--- config.mk ---
export PLATFORM = sky130hd
export DESIGN_NAME = rv_core
export DESIGN_NICKNAME = d
export VERILOG_FILES = /design/src/design/rv_pkg.sv /design/src/design/rv_core.sv /design/src/design/rv_result.sv /design/src/design/rv_execute.sv /design/src/design/rv_decode.sv /design/src/design/rv_fwd_id.sv /design/src/design/rv_regfile.sv
export SDC_FILE = /design/constraint.sdc
export NUM_CORES = 2
export LEC_CHECK = 0
export BUFFER_PORTS_ARGS = -buffer_cell sky130_fd_sc_hd__buf_2
export CAP_MARGIN = 15
export CORE_MARGIN = 8
export CORE_UTILIZATION = 50
export DETAILED_ROUTE_END_ITERATION = 10
export PLACE_DENSITY = 0.68
export SYNTH_ARGS = -nofsm -noshare
export SYNTH_HDL_FRONTEND = slang
export SYNTH_SLANG_ARGS = --single-unit
export TNS_END_PERCENT = 100
--- constraint.sdc ---
create_clock -name clk -period 3.5 [get_ports clk]
set_input_delay 0.525 -clock clk [delete_from_list [all_inputs] [get_ports clk]]
set_output_delay 0.525 -clock clk [all_outputs]
set_load 0.05 [all_outputs]
--- src/design/rv_pkg.sv ---
package rv_pkg;

  // Datapath widths
  localparam int XLEN = 32;
  localparam int REG_W = 5;

  // Data memory geometry, word addressed
  localparam int DMEM_WORDS = 64;
  localparam int DMEM_AW = $clog2(DMEM_WORDS);

  // Values of the mem_type parameter
  localparam int MEM_TYPE_SRAM = 0;
  localparam int MEM_TYPE_BRAM = 1;

  // Major opcodes
  localparam logic [6:0] OPC_OP = 7'b0110011;
  localparam logic [6:0] OPC_OP_IMM = 7'b0010011;
  localparam logic [6:0] OPC_LUI = 7'b0110111;
  localparam logic [6:0] OPC_LOAD = 7'b0000011;
  localparam logic [6:0] OPC_STORE = 7'b0100011;

  typedef enum logic [2:0] {
    ALU_ADD,
    ALU_SUB,
    ALU_AND,
    ALU_OR,
    ALU_XOR,
    ALU_PASS_B
  } alu_op_e;

  // RES_NONE marks stores, which write no register
  typedef enum logic [1:0] {
    RES_ALU,
    RES_MEM,
    RES_NONE
  } res_src_e;

endpackage
--- src/design/rv_core.sv ---
`timescale 1ns/1ps

module rv_core #(
  parameter int mem_type = rv_pkg::MEM_TYPE_SRAM
) (
  input  logic                     clk,
  input  logic                     rst_n,
  input  logic                     in_valid,
  output logic                     in_ready,
  input  logic [ rv_pkg::XLEN-1:0] in_instr,
  output logic                     out_valid,
  input  logic                     out_ready,
  output logic [rv_pkg::REG_W-1:0] out_rd,
  output logic [ rv_pkg::XLEN-1:0] out_data
);
  import rv_pkg::*;

  logic adv;
  logic valid_ex, reg_write_out_ex, reg_write_ex;
  alu_op_e alu_op_ex;
  logic [XLEN-1:0] op_a_ex, op_b_ex, store_data_ex;
  logic [REG_W-1:0] rd_out_ex, rd_ex;
  res_src_e res_src_ex, res_src_mem;
  logic valid_mem, reg_write_mem, reg_write_wb;
  logic [REG_W-1:0] rd_mem, rd_wb;
  logic [XLEN-1:0] result_mem, store_data_mem, load_data_mem, rd_data_wb;

  // Whole pipeline freezes while a retire record waits
  assign adv = !(out_valid && !out_ready);

  rv_decode #(
    .mem_type(mem_type)
  ) decode_i (
    .clk(clk), .rst_n(rst_n), .adv(adv),
    .in_valid(in_valid), .in_ready(in_ready), .in_instr(in_instr),
    .rd_ex(rd_ex), .reg_write_ex(reg_write_ex),
    .rd_mem(rd_mem), .reg_write_mem(reg_write_mem), .res_src_mem(res_src_mem),
    .result_mem(result_mem), .load_data_mem(load_data_mem),
    .rd_wb(rd_wb), .reg_write_wb(reg_write_wb), .rd_data_wb(rd_data_wb),
    .valid_ex(valid_ex), .alu_op_ex(alu_op_ex), .op_a_ex(op_a_ex), .op_b_ex(op_b_ex),
    .store_data_ex(store_data_ex), .rd_out_ex(rd_out_ex),
    .reg_write_out_ex(reg_write_out_ex), .res_src_ex(res_src_ex)
  );

  rv_execute execute_i (
    .clk(clk), .rst_n(rst_n), .adv(adv),
    .valid_ex(valid_ex), .alu_op_ex(alu_op_ex), .op_a_ex(op_a_ex), .op_b_ex(op_b_ex),
    .store_data_ex(store_data_ex), .rd_out_ex(rd_out_ex),
    .reg_write_out_ex(reg_write_out_ex), .res_src_ex(res_src_ex),
    .rd_ex(rd_ex), .reg_write_ex(reg_write_ex),
    .valid_mem(valid_mem), .rd_mem(rd_mem), .reg_write_mem(reg_write_mem),
    .res_src_mem(res_src_mem), .result_mem(result_mem), .store_data_mem(store_data_mem)
  );

  rv_result #(
    .mem_type(mem_type)
  ) result_i (
    .clk(clk), .rst_n(rst_n), .adv(adv),
    .valid_mem(valid_mem), .rd_mem(rd_mem), .reg_write_mem(reg_write_mem),
    .res_src_mem(res_src_mem), .result_mem(result_mem), .store_data_mem(store_data_mem),
    .load_data_mem(load_data_mem),
    .rd_wb(rd_wb), .reg_write_wb(reg_write_wb), .rd_data_wb(rd_data_wb),
    .out_valid(out_valid), .out_rd(out_rd), .out_data(out_data)
  );

endmodule

--- src/design/rv_result.sv ---
`timescale 1ns/1ps

module rv_result #(
  parameter int mem_type = rv_pkg::MEM_TYPE_SRAM
) (
  input  logic                     clk,
  input  logic                     rst_n,
  input  logic                     adv,
  input  logic                     valid_mem,
  input  logic [rv_pkg::REG_W-1:0] rd_mem,
  input  logic                     reg_write_mem,
  input  rv_pkg::res_src_e         res_src_mem,
  input  logic [ rv_pkg::XLEN-1:0] result_mem,
  input  logic [ rv_pkg::XLEN-1:0] store_data_mem,
  output logic [ rv_pkg::XLEN-1:0] load_data_mem,
  output logic [rv_pkg::REG_W-1:0] rd_wb,
  output logic                     reg_write_wb,
  output logic [ rv_pkg::XLEN-1:0] rd_data_wb,
  output logic                     out_valid,
  output logic [rv_pkg::REG_W-1:0] out_rd,
  output logic [ rv_pkg::XLEN-1:0] out_data
);
  import rv_pkg::*;

  logic [XLEN-1:0] dmem [DMEM_WORDS];
  logic [DMEM_AW-1:0] addr;
  logic [XLEN-1:0] mem_value, data_wb;
  logic valid_wb;
  res_src_e res_src_wb;

  assign addr = result_mem[DMEM_AW+1:2];

  // Store commits as it leaves MEM
  always_ff @(posedge clk) begin
    if (adv && valid_mem && res_src_mem == RES_NONE) dmem[addr] <= store_data_mem;
  end

  if (mem_type == MEM_TYPE_SRAM) begin : g_sram
    assign load_data_mem = dmem[addr];
    assign rd_data_wb = data_wb;
  end else begin : g_bram
    logic [XLEN-1:0] bram_q;

    // Registered read lands together with the load in WB
    always_ff @(posedge clk) begin
      if (adv) bram_q <= dmem[addr];
    end

    assign load_data_mem = '0;
    assign rd_data_wb = (res_src_wb == RES_MEM) ? bram_q : data_wb;
  end

  always_comb begin
    case (res_src_mem)
      RES_MEM: mem_value = load_data_mem;
      RES_NONE: mem_value = store_data_mem;
      default: mem_value = result_mem;
    endcase
  end

  always_ff @(posedge clk or negedge rst_n) begin
    if (!rst_n) begin
      valid_wb <= 1'b0;
      rd_wb <= '0;
      reg_write_wb <= 1'b0;
      res_src_wb <= RES_ALU;
      data_wb <= '0;
    end else if (adv) begin
      valid_wb <= valid_mem;
      rd_wb <= rd_mem;
      reg_write_wb <= reg_write_mem;
      res_src_wb <= res_src_mem;
      data_wb <= mem_value;
    end
  end

  // Retire record comes straight from MEM/WB
  assign out_valid = valid_wb;
  assign out_rd = rd_wb;
  assign out_data = rd_data_wb;

endmodule

--- src/design/rv_execute.sv ---
`timescale 1ns/1ps

module rv_execute (
  input  logic                     clk,
  input  logic                     rst_n,
  input  logic                     adv,
  input  logic                     valid_ex,
  input  rv_pkg::alu_op_e          alu_op_ex,
  input  logic [ rv_pkg::XLEN-1:0] op_a_ex,
  input  logic [ rv_pkg::XLEN-1:0] op_b_ex,
  input  logic [ rv_pkg::XLEN-1:0] store_data_ex,
  input  logic [rv_pkg::REG_W-1:0] rd_out_ex,
  input  logic                     reg_write_out_ex,
  input  rv_pkg::res_src_e         res_src_ex,
  output logic [rv_pkg::REG_W-1:0] rd_ex,
  output logic                     reg_write_ex,
  output logic                     valid_mem,
  output logic [rv_pkg::REG_W-1:0] rd_mem,
  output logic                     reg_write_mem,
  output rv_pkg::res_src_e         res_src_mem,
  output logic [ rv_pkg::XLEN-1:0] result_mem,
  output logic [ rv_pkg::XLEN-1:0] store_data_mem
);
  import rv_pkg::*;

  logic [XLEN-1:0] alu_out;

  // Loads and stores use the add result as the address
  always_comb begin
    case (alu_op_ex)
      ALU_SUB: alu_out = op_a_ex - op_b_ex;
      ALU_AND: alu_out = op_a_ex & op_b_ex;
      ALU_OR: alu_out = op_a_ex | op_b_ex;
      ALU_XOR: alu_out = op_a_ex ^ op_b_ex;
      ALU_PASS_B: alu_out = op_b_ex;
      default: alu_out = op_a_ex + op_b_ex;
    endcase
  end

  // Hazard source for the decode stall
  assign rd_ex = rd_out_ex;
  assign reg_write_ex = valid_ex && reg_write_out_ex;

  always_ff @(posedge clk or negedge rst_n) begin
    if (!rst_n) begin
      valid_mem <= 1'b0;
      rd_mem <= '0;
      reg_write_mem <= 1'b0;
      res_src_mem <= RES_ALU;
      result_mem <= '0;
      store_data_mem <= '0;
    end else if (adv) begin
      valid_mem <= valid_ex;
      rd_mem <= rd_out_ex;
      reg_write_mem <= reg_write_ex;
      res_src_mem <= res_src_ex;
      result_mem <= alu_out;
      store_data_mem <= store_data_ex;
    end
  end

endmodule

--- src/design/rv_decode.sv ---
`timescale 1ns/1ps

module rv_decode #(
  parameter int mem_type = rv_pkg::MEM_TYPE_SRAM
) (
  input  logic                     clk,
  input  logic                     rst_n,
  input  logic                     adv,
  input  logic                     in_valid,
  output logic                     in_ready,
  input  logic [ rv_pkg::XLEN-1:0] in_instr,
  input  logic [rv_pkg::REG_W-1:0] rd_ex,
  input  logic                     reg_write_ex,
  input  logic [rv_pkg::REG_W-1:0] rd_mem,
  input  logic                     reg_write_mem,
  input  rv_pkg::res_src_e         res_src_mem,
  input  logic [ rv_pkg::XLEN-1:0] result_mem,
  input  logic [ rv_pkg::XLEN-1:0] load_data_mem,
  input  logic [rv_pkg::REG_W-1:0] rd_wb,
  input  logic                     reg_write_wb,
  input  logic [ rv_pkg::XLEN-1:0] rd_data_wb,
  output logic                     valid_ex,
  output rv_pkg::alu_op_e          alu_op_ex,
  output logic [ rv_pkg::XLEN-1:0] op_a_ex,
  output logic [ rv_pkg::XLEN-1:0] op_b_ex,
  output logic [ rv_pkg::XLEN-1:0] store_data_ex,
  output logic [rv_pkg::REG_W-1:0] rd_out_ex,
  output logic                     reg_write_out_ex,
  output rv_pkg::res_src_e         res_src_ex
);
  import rv_pkg::*;

  logic run_q, id_valid, id_go, stall, ex_hit, load_hit;
  logic [XLEN-1:0] id_instr;
  logic [6:0] opcode;
  logic [REG_W-1:0] rs1, rs2, dec_rd;
  logic [XLEN-1:0] imm_i, imm_s, imm_u, dec_imm;
  logic [XLEN-1:0] rs1_data, rs2_data, fwd_rs1, fwd_rs2;
  logic use_rs1, use_rs2, dec_b_reg, dec_reg_write;
  alu_op_e dec_alu_op;
  res_src_e dec_res_src;

  // Holds in_ready low for the first cycle out of reset
  always_ff @(posedge clk or negedge rst_n) begin
    if (!rst_n) run_q <= 1'b0;
    else run_q <= 1'b1;
  end

  assign in_ready = run_q && adv && !stall;

  always_ff @(posedge clk or negedge rst_n) begin
    if (!rst_n) begin
      id_valid <= 1'b0;
      id_instr <= '0;
    end else if (in_ready) begin
      id_valid <= in_valid;
      if (in_valid) id_instr <= in_instr;
    end
  end

  assign opcode = id_instr[6:0];
  assign rs1 = id_instr[19:15];
  assign rs2 = id_instr[24:20];
  assign imm_i = {{20{id_instr[31]}}, id_instr[31:20]};
  assign imm_s = {{20{id_instr[31]}}, id_instr[31:25], id_instr[11:7]};
  assign imm_u = {id_instr[31:12], 12'b0};

  always_comb begin
    dec_alu_op = ALU_ADD;
    dec_res_src = RES_ALU;
    dec_reg_write = 1'b1;
    dec_rd = id_instr[11:7];
    dec_imm = imm_i;
    dec_b_reg = 1'b0;
    use_rs1 = 1'b1;
    use_rs2 = 1'b0;
    case (opcode)
      OPC_OP, OPC_OP_IMM: begin
        case (id_instr[14:12])
          3'b100: dec_alu_op = ALU_XOR;
          3'b110: dec_alu_op = ALU_OR;
          3'b111: dec_alu_op = ALU_AND;
          default: dec_alu_op = ALU_ADD;
        endcase
        if (opcode == OPC_OP) begin
          dec_b_reg = 1'b1;
          use_rs2 = 1'b1;
          if (id_instr[14:12] == 3'b000 && id_instr[30]) dec_alu_op = ALU_SUB;
        end
      end
      OPC_LUI: begin
        dec_alu_op = ALU_PASS_B;
        dec_imm = imm_u;
        use_rs1 = 1'b0;
      end
      OPC_LOAD: dec_res_src = RES_MEM;
      OPC_STORE: begin
        // Store retires with rd zero and the stored word
        dec_res_src = RES_NONE;
        dec_reg_write = 1'b0;
        dec_rd = '0;
        dec_imm = imm_s;
        use_rs2 = 1'b1;
      end
      default: begin
        // Unsupported words retire as a harmless zero record
        dec_alu_op = ALU_PASS_B;
        dec_reg_write = 1'b0;
        dec_rd = '0;
        dec_imm = '0;
        use_rs1 = 1'b0;
      end
    endcase
  end

  rv_regfile regfile_i (
    .clk     (clk),
    .rst_n   (rst_n),
    .rs1_addr(rs1),
    .rs2_addr(rs2),
    .rd_addr (rd_wb),
    .wr_en   (reg_write_wb && adv),
    .wr_data (rd_data_wb),
    .rs1_data(rs1_data),
    .rs2_data(rs2_data)
  );

  rv_fwd_id #(
    .mem_type(mem_type)
  ) fwd_i (
    .rs1_id       (rs1),
    .rs2_id       (rs2),
    .rs1_data_id  (rs1_data),
    .rs2_data_id  (rs2_data),
    .rd_mem       (rd_mem),
    .reg_write_mem(reg_write_mem),
    .res_src_mem  (res_src_mem),
    .result_mem   (result_mem),
    .load_data_mem(load_data_mem),
    .rd_wb        (rd_wb),
    .reg_write_wb (reg_write_wb),
    .rd_data_wb   (rd_data_wb),
    .fwd_rs1_id   (fwd_rs1),
    .fwd_rs2_id   (fwd_rs2)
  );

  // EX result is not ready yet, nor is a BRAM load in MEM
  assign ex_hit = reg_write_ex && rd_ex != '0 &&
                  ((use_rs1 && rd_ex == rs1) || (use_rs2 && rd_ex == rs2));
  assign load_hit = (mem_type == MEM_TYPE_BRAM) && reg_write_mem &&
                    res_src_mem == RES_MEM && rd_mem != '0 &&
                    ((use_rs1 && rd_mem == rs1) || (use_rs2 && rd_mem == rs2));
  assign stall = id_valid && (ex_hit || load_hit);
  assign id_go = id_valid && !stall;

  always_ff @(posedge clk or negedge rst_n) begin
    if (!rst_n) begin
      valid_ex <= 1'b0;
      alu_op_ex <= ALU_ADD;
      op_a_ex <= '0;
      op_b_ex <= '0;
      store_data_ex <= '0;
      rd_out_ex <= '0;
      reg_write_out_ex <= 1'b0;
      res_src_ex <= RES_ALU;
    end else if (adv) begin
      valid_ex <= id_go;
      alu_op_ex <= dec_alu_op;
      op_a_ex <= fwd_rs1;
      op_b_ex <= dec_b_reg ? fwd_rs2 : dec_imm;
      store_data_ex <= fwd_rs2;
      rd_out_ex <= dec_rd;
      reg_write_out_ex <= id_go && dec_reg_write;
      res_src_ex <= dec_res_src;
    end
  end

endmodule

--- src/design/rv_fwd_id.sv ---
`timescale 1ns/1ps

module rv_fwd_id #(
  parameter int mem_type = rv_pkg::MEM_TYPE_SRAM
) (
  input  logic [rv_pkg::REG_W-1:0] rs1_id,
  input  logic [rv_pkg::REG_W-1:0] rs2_id,
  input  logic [ rv_pkg::XLEN-1:0] rs1_data_id,
  input  logic [ rv_pkg::XLEN-1:0] rs2_data_id,
  input  logic [rv_pkg::REG_W-1:0] rd_mem,
  input  logic                     reg_write_mem,
  input  rv_pkg::res_src_e         res_src_mem,
  input  logic [ rv_pkg::XLEN-1:0] result_mem,
  input  logic [ rv_pkg::XLEN-1:0] load_data_mem,
  input  logic [rv_pkg::REG_W-1:0] rd_wb,
  input  logic                     reg_write_wb,
  input  logic [ rv_pkg::XLEN-1:0] rd_data_wb,
  output logic [ rv_pkg::XLEN-1:0] fwd_rs1_id,
  output logic [ rv_pkg::XLEN-1:0] fwd_rs2_id
);
  import rv_pkg::*;

  logic is_load_mem;
  logic mem_rs1, mem_rs2;
  logic wb_rs1, wb_rs2;

  // A source matches only when it writes a nonzero register
  function automatic logic hit(input logic [REG_W-1:0] src, input logic [REG_W-1:0] dst,
                               input logic we);
    return we && dst != '0 && dst == src;
  endfunction

  assign is_load_mem = (res_src_mem == RES_MEM);

  // MEM results other than loads are ready for either memory kind
  assign mem_rs1 = hit(rs1_id, rd_mem, reg_write_mem && !is_load_mem);
  assign mem_rs2 = hit(rs2_id, rd_mem, reg_write_mem && !is_load_mem);

  assign wb_rs1 = hit(rs1_id, rd_wb, reg_write_wb);
  assign wb_rs2 = hit(rs2_id, rd_wb, reg_write_wb);

  if (mem_type == MEM_TYPE_SRAM) begin : g_sram
    logic ld_rs1, ld_rs2;

    // Asynchronous SRAM read gives load data while still in MEM
    assign ld_rs1 = hit(rs1_id, rd_mem, reg_write_mem && is_load_mem);
    assign ld_rs2 = hit(rs2_id, rd_mem, reg_write_mem && is_load_mem);

    always_comb begin
      if (ld_rs1) fwd_rs1_id = load_data_mem;
      else if (mem_rs1) fwd_rs1_id = result_mem;
      else if (wb_rs1) fwd_rs1_id = rd_data_wb;
      else fwd_rs1_id = rs1_data_id;
    end

    always_comb begin
      if (ld_rs2) fwd_rs2_id = load_data_mem;
      else if (mem_rs2) fwd_rs2_id = result_mem;
      else if (wb_rs2) fwd_rs2_id = rd_data_wb;
      else fwd_rs2_id = rs2_data_id;
    end
  end else begin : g_bram
    // Load data in MEM is not ready yet and decode stalls until it reaches WB
    always_comb begin
      if (mem_rs1) fwd_rs1_id = result_mem;
      else if (wb_rs1) fwd_rs1_id = rd_data_wb;
      else fwd_rs1_id = rs1_data_id;
    end

    always_comb begin
      if (mem_rs2) fwd_rs2_id = result_mem;
      else if (wb_rs2) fwd_rs2_id = rd_data_wb;
      else fwd_rs2_id = rs2_data_id;
    end
  end

endmodule

--- src/design/rv_regfile.sv ---
`timescale 1ns/1ps

module rv_regfile (
  input  logic                     clk,
  input  logic                     rst_n,
  input  logic [rv_pkg::REG_W-1:0] rs1_addr,
  input  logic [rv_pkg::REG_W-1:0] rs2_addr,
  input  logic [rv_pkg::REG_W-1:0] rd_addr,
  input  logic                     wr_en,
  input  logic [ rv_pkg::XLEN-1:0] wr_data,
  output logic [ rv_pkg::XLEN-1:0] rs1_data,
  output logic [ rv_pkg::XLEN-1:0] rs2_data
);
  import rv_pkg::*;

  // No storage for x0
  logic [XLEN-1:0] regs [1:31];

  always_ff @(posedge clk or negedge rst_n) begin
    if (!rst_n) begin
      for (int i = 1; i < 32; i++) begin
        regs[i] <= '0;
      end
    end else if (wr_en && rd_addr != '0) begin
      regs[rd_addr] <= wr_data;
    end
  end

  // Same-cycle writes reach ID through WB forwarding
  assign rs1_data = (rs1_addr == '0) ? '0 : regs[rs1_addr];
  assign rs2_data = (rs2_addr == '0) ? '0 : regs[rs2_addr];

endmodule

==> impl_metrics.csv <==
group,metric,value,unit
floorplan,die_w,561,um
global_routing,grt_util_all_layers,0.334,
pwr,ir_drop,0.480,mV
layout,filler_cell_count,21300,
global_routing,antenna_found_initial,30,
run,max_cap_viol_count,0,
clock_network,clock_latency,0.93,ns
floorplan,placeableCoreArea,296000,sq um
routing,dr.first_iter.drc_count,16100,
pwr,p_leak,70.8,nW
critical_path,cp_data_required_time,4.26,ns
critical_path,r2r_end,"execute_i.result_mem[26]",
yosys,post_synthesis_simple_gate_area_fraction,0.0333,
floorplan,start_util,0.501,
clock_network,cts.sink_count,3294,
yosys,synth-edff-count,2048,
clock_network,cts_made_buffers,342,
yosys,synth-compound-area-share,0.0810,
routing,num_vias,102000,
yosys,synth_xor_xnor_area_share,0.00460,
routing,wire_per_inst,36.6,um
yosys,netlist_top_cells_area,"sky130_fd_sc_hd__edfxtp_1 41%, sky130_fd_sc_hd__dfrtp_1 21%, sky130_fd_sc_hd__mux4_2 10%",
pwr,power.clock.fraction,0.251,
critical_path,ff2ff_setup_slack,-0.47,ns
yosys,synth_fp_nets,9617,
routing,drc_viols,0,
yosys,synthCells,9482,
yosys,adder_cell_fraction_of_synth_area,0.00839,
critical_path,crit_family,"simple AND/OR/NAND/NOR gates",
global_routing,grt_first_pass_wirelength,756000,um
critical_path,arrival,4.72,ns
layout,area_growth_syn_to_fin,22.0,%
critical_path,cp_num_cells,15,
critical_path,worst-path-buf-inv,1,
layout,largest_register_ff_count,2048,
critical_path,reg2reg_launch_point,"decode_i.op_b_ex[9]",
layout,commonest_cells_after_routing_fill_and_taps_aside,"2048 x sky130_fd_sc_hd__edfxtp_1, 1215 x sky130_fd_sc_hd__mux2_2, 1200 x sky130_fd_sc_hd__dfrtp_1",
layout,multi_input_area,55200,sq um
yosys,synthesis.area_per_instance,15.7,sq um
sta,layout_worst_path_cycle_share,1.13,
status,failed_checks,"setup timing",
layout,final_common_cell,"sky130_fd_sc_hd__edfxtp_1",
critical_path,timing.critical_path.fanout_max,3,
status,result_of_the_run,"finished, violations left",
clock_network,clkSlewWorstSetupHoldPaths,0.06,ns
pwr,switching_share,0.382,
floorplan,io_pins,75,
placed_design,gp_routability_congestion,0.993,
placed_design,detailedPlace.worstSlack,-0.682,ns
sta,final_max_slew_viol_count,0,
yosys,combinational_family_with_the_most_area_after_synthesis,"multiplexers",
layout,finalNetCount,10800,
yosys,post_synth_mux_area_share,0.219,
global_routing,first_global_vias,100000,
critical_path,cells_on_worst_reg2reg_path,15,
routing,drt-total-wl,543000,um
global_routing,globalRoute.totalOverflow,0,
sta,clock.fmax,252,MHz
clock_network,ctsHtreeMaxLevel,5,
placed_design,port-buffer-count,74,
yosys,synth.largest_area_cell,"sky130_fd_sc_hd__edfxtp_1",
sta,period_needed,3.97,ns
critical_path,worstSetupPathType,"reg2reg",
layout,drive_gt1_frac,0.423,
floorplan,area_enclosed_by_the_die_boundary,315000,sq um
yosys,synth_async_reset_ratio,0.378,
pwr,power.switching,55.2,mW
sta,setup-violations-final,67,
sta,max_clock_skew,0.0941,ns
yosys,synthDistinctLibCells,97,
critical_path,cp-start-kind,"flop",
routing,routed_via_density,6.88,
critical_path,cp-end-kind,"flop",
yosys,synth-warning-count,0,
routing,route.antenna.remaining_nets,0,
yosys,synth_flop_cell,"sky130_fd_sc_hd__edfxtp_1",
critical_path,worstPathCellList,"or4_4, nor4_4, nand3_2, or2_4, buf_6, o41ai_4, xnor2_1, ha_1, a211o_1, a221o_1, o21ai_2, a21boi_2, or3_1, a31oi_1, nor2_1",
sta,timing.setup.tns,-8.44,ns
sta,postLayoutSetupSlackWorst,-0.466,ns
critical_path,slowest_cell_on_the_critical_path,"sky130_fd_sc_hd__or4_4",
clock_network,worst_case_clock_buffer_depth,4,
global_routing,grt_max_degree,113,
critical_path,worst_path_largest_cell_delay,0.57,ns
floorplan,placementRows,200,
yosys,yosys.area.top_type_share,0.414,
pwr,p_per_area,798,nW/um^2
yosys,ys_ff_latch,3294,
routing,detail_route.first_pass.iterations,8,
sta,final_hold_viol_count,0,
pwr,internal_power,89.2,mW
layout,final-seq-area,92800,sq um
clock_network,clock_tree_from_tritoncts,"built",
sta,grt_setup_unrepaired,"true",
yosys,ys_seq_area_frac,0.624,
pwr,pwr-share-seq,0.341,
sta,worstMarginPinSlew,1.25,ns
layout,biggestRegsByFlops,"result_i.dmem x2048, decode_i.regfile_i.regs x992",
pwr,pwr-share-comb,0.408,
floorplan,die_height,561,um
sta,worst_slew_margin_rel,0.164,
layout,largest-register,"result_i.dmem",
clock_network,clk_root_buffer_cell,"sky130_fd_sc_hd__clkbuf_16",
hold_path,worstHoldPathType,"in2async",
yosys,mappedNetlistArea,149000,sq um
placed_design,dp_hpwl,345000,um
routing by layer:
layer,track usage,wire [um],vias to the layer above
li1,-,-,39800
met1,0.458,203000,53000
met2,0.472,230000,7768
met3,0.125,80200,1564
met4,0.155,30700,8
met5,0,200,-
worst max path at each step:
stage                   startpoint                  endpoint  slack [ns]
3_3_place_gp   decode_i.op_b_ex[5]  execute_i.result_mem[27]       -0.84
5_1_grt        decode_i.op_b_ex[9]  execute_i.result_mem[31]       -0.64
3_5_place_dp   decode_i.op_b_ex[5]  execute_i.result_mem[23]       -0.68
2_1_floorplan  decode_i.op_b_ex[3]  execute_i.result_mem[31]       -0.17
6_report       decode_i.op_b_ex[9]  execute_i.result_mem[26]       -0.47
4_1_cts        decode_i.op_b_ex[5]  execute_i.result_mem[26]       -0.48
what timing repair did:
item                                    in CTS  in global routing
endpoints found under the setup margin     138                126
pin swaps                                  128                221
hold buffers                                35                  0
gates cloned                                13                  6
hold endpoints to repair                   128                  0
resized for setup                          453                412
setup buffers                              134                 75
final cells by class:
type | count | area share
inverters | 92 | 0.00200
flip-flops and latches | 3294 | 0.512
well taps | 3939 | 0.0272
clock buffers | 452 | 0.0521
clock inverters | 154 | 0.00832
multi-input cells | 5305 | 0.305
repair buffers | 1618 | 0.0932
diodes | 7 | 0.0000967
power by group through the flow:
stage,registers [mW],clock network (mW),logic (mW)
6_report,49.2,36.3,58.9
5_1_grt,49.2,38.0,59.9
4_1_cts,49.0,36.5,53.6
3_5_place_dp,49.9,0,48.7
3_3_place_gp,49.8,0,48.2
2_1_floorplan,49.0,0,22.4
kinds of logic (layout without fill, tap and decap cells):
group	count (synthesis)	in the layout
muxes	2246	2246
xor gates and xnor gates	78	78
AOI/OAI and AO/OA	1762	1762
adders and majority gates	99	99
buffers and inverters	884	2316
and+or+nand+nor	1118	1119
other	1	8
DFF	3294	3294
Yosys cell counts, types with 54 or more instances:
cell type,count
sky130_fd_sc_hd__mux2i_1,341
sky130_fd_sc_hd__o21ai_0,305
sky130_fd_sc_hd__buf_1,59
sky130_fd_sc_hd__a221o_1,54
sky130_fd_sc_hd__mux4_2,678
sky130_fd_sc_hd__dfrtp_1,1246
sky130_fd_sc_hd__buf_4,80
sky130_fd_sc_hd__a22o_1,75
sky130_fd_sc_hd__xnor2_1,54
sky130_fd_sc_hd__ha_1,98
sky130_fd_sc_hd__inv_1,91
sky130_fd_sc_hd__nand2_1,436
sky130_fd_sc_hd__a211oi_1,66
sky130_fd_sc_hd__a22oi_1,151
sky130_fd_sc_hd__nor2_1,405
sky130_fd_sc_hd__edfxtp_1,2048
sky130_fd_sc_hd__a21oi_1,439
sky130_fd_sc_hd__buf_2,234
sky130_fd_sc_hd__a221oi_1,289
sky130_fd_sc_hd__o22ai_1,104
sky130_fd_sc_hd__mux2_2,1219
sky130_fd_sc_hd__clkbuf_1,367
stage by stage:
stage	area (sq um)	total power, mW	utilization	instances	hold slack, ns
2_1_floorplan	149000	71.4	-	9482	0.229
3_3_place_gp	164000	98.0	0.553	14000	0.456
3_5_place_dp	164000	98.6	0.553	14000	0.460
4_1_cts	179000	139	0.603	14800	0.173
5_1_grt	181000	147	0.611	14900	0.165
6_report	181000	144	0.611	14900	0.156
(Power assumes the default switching activity.)
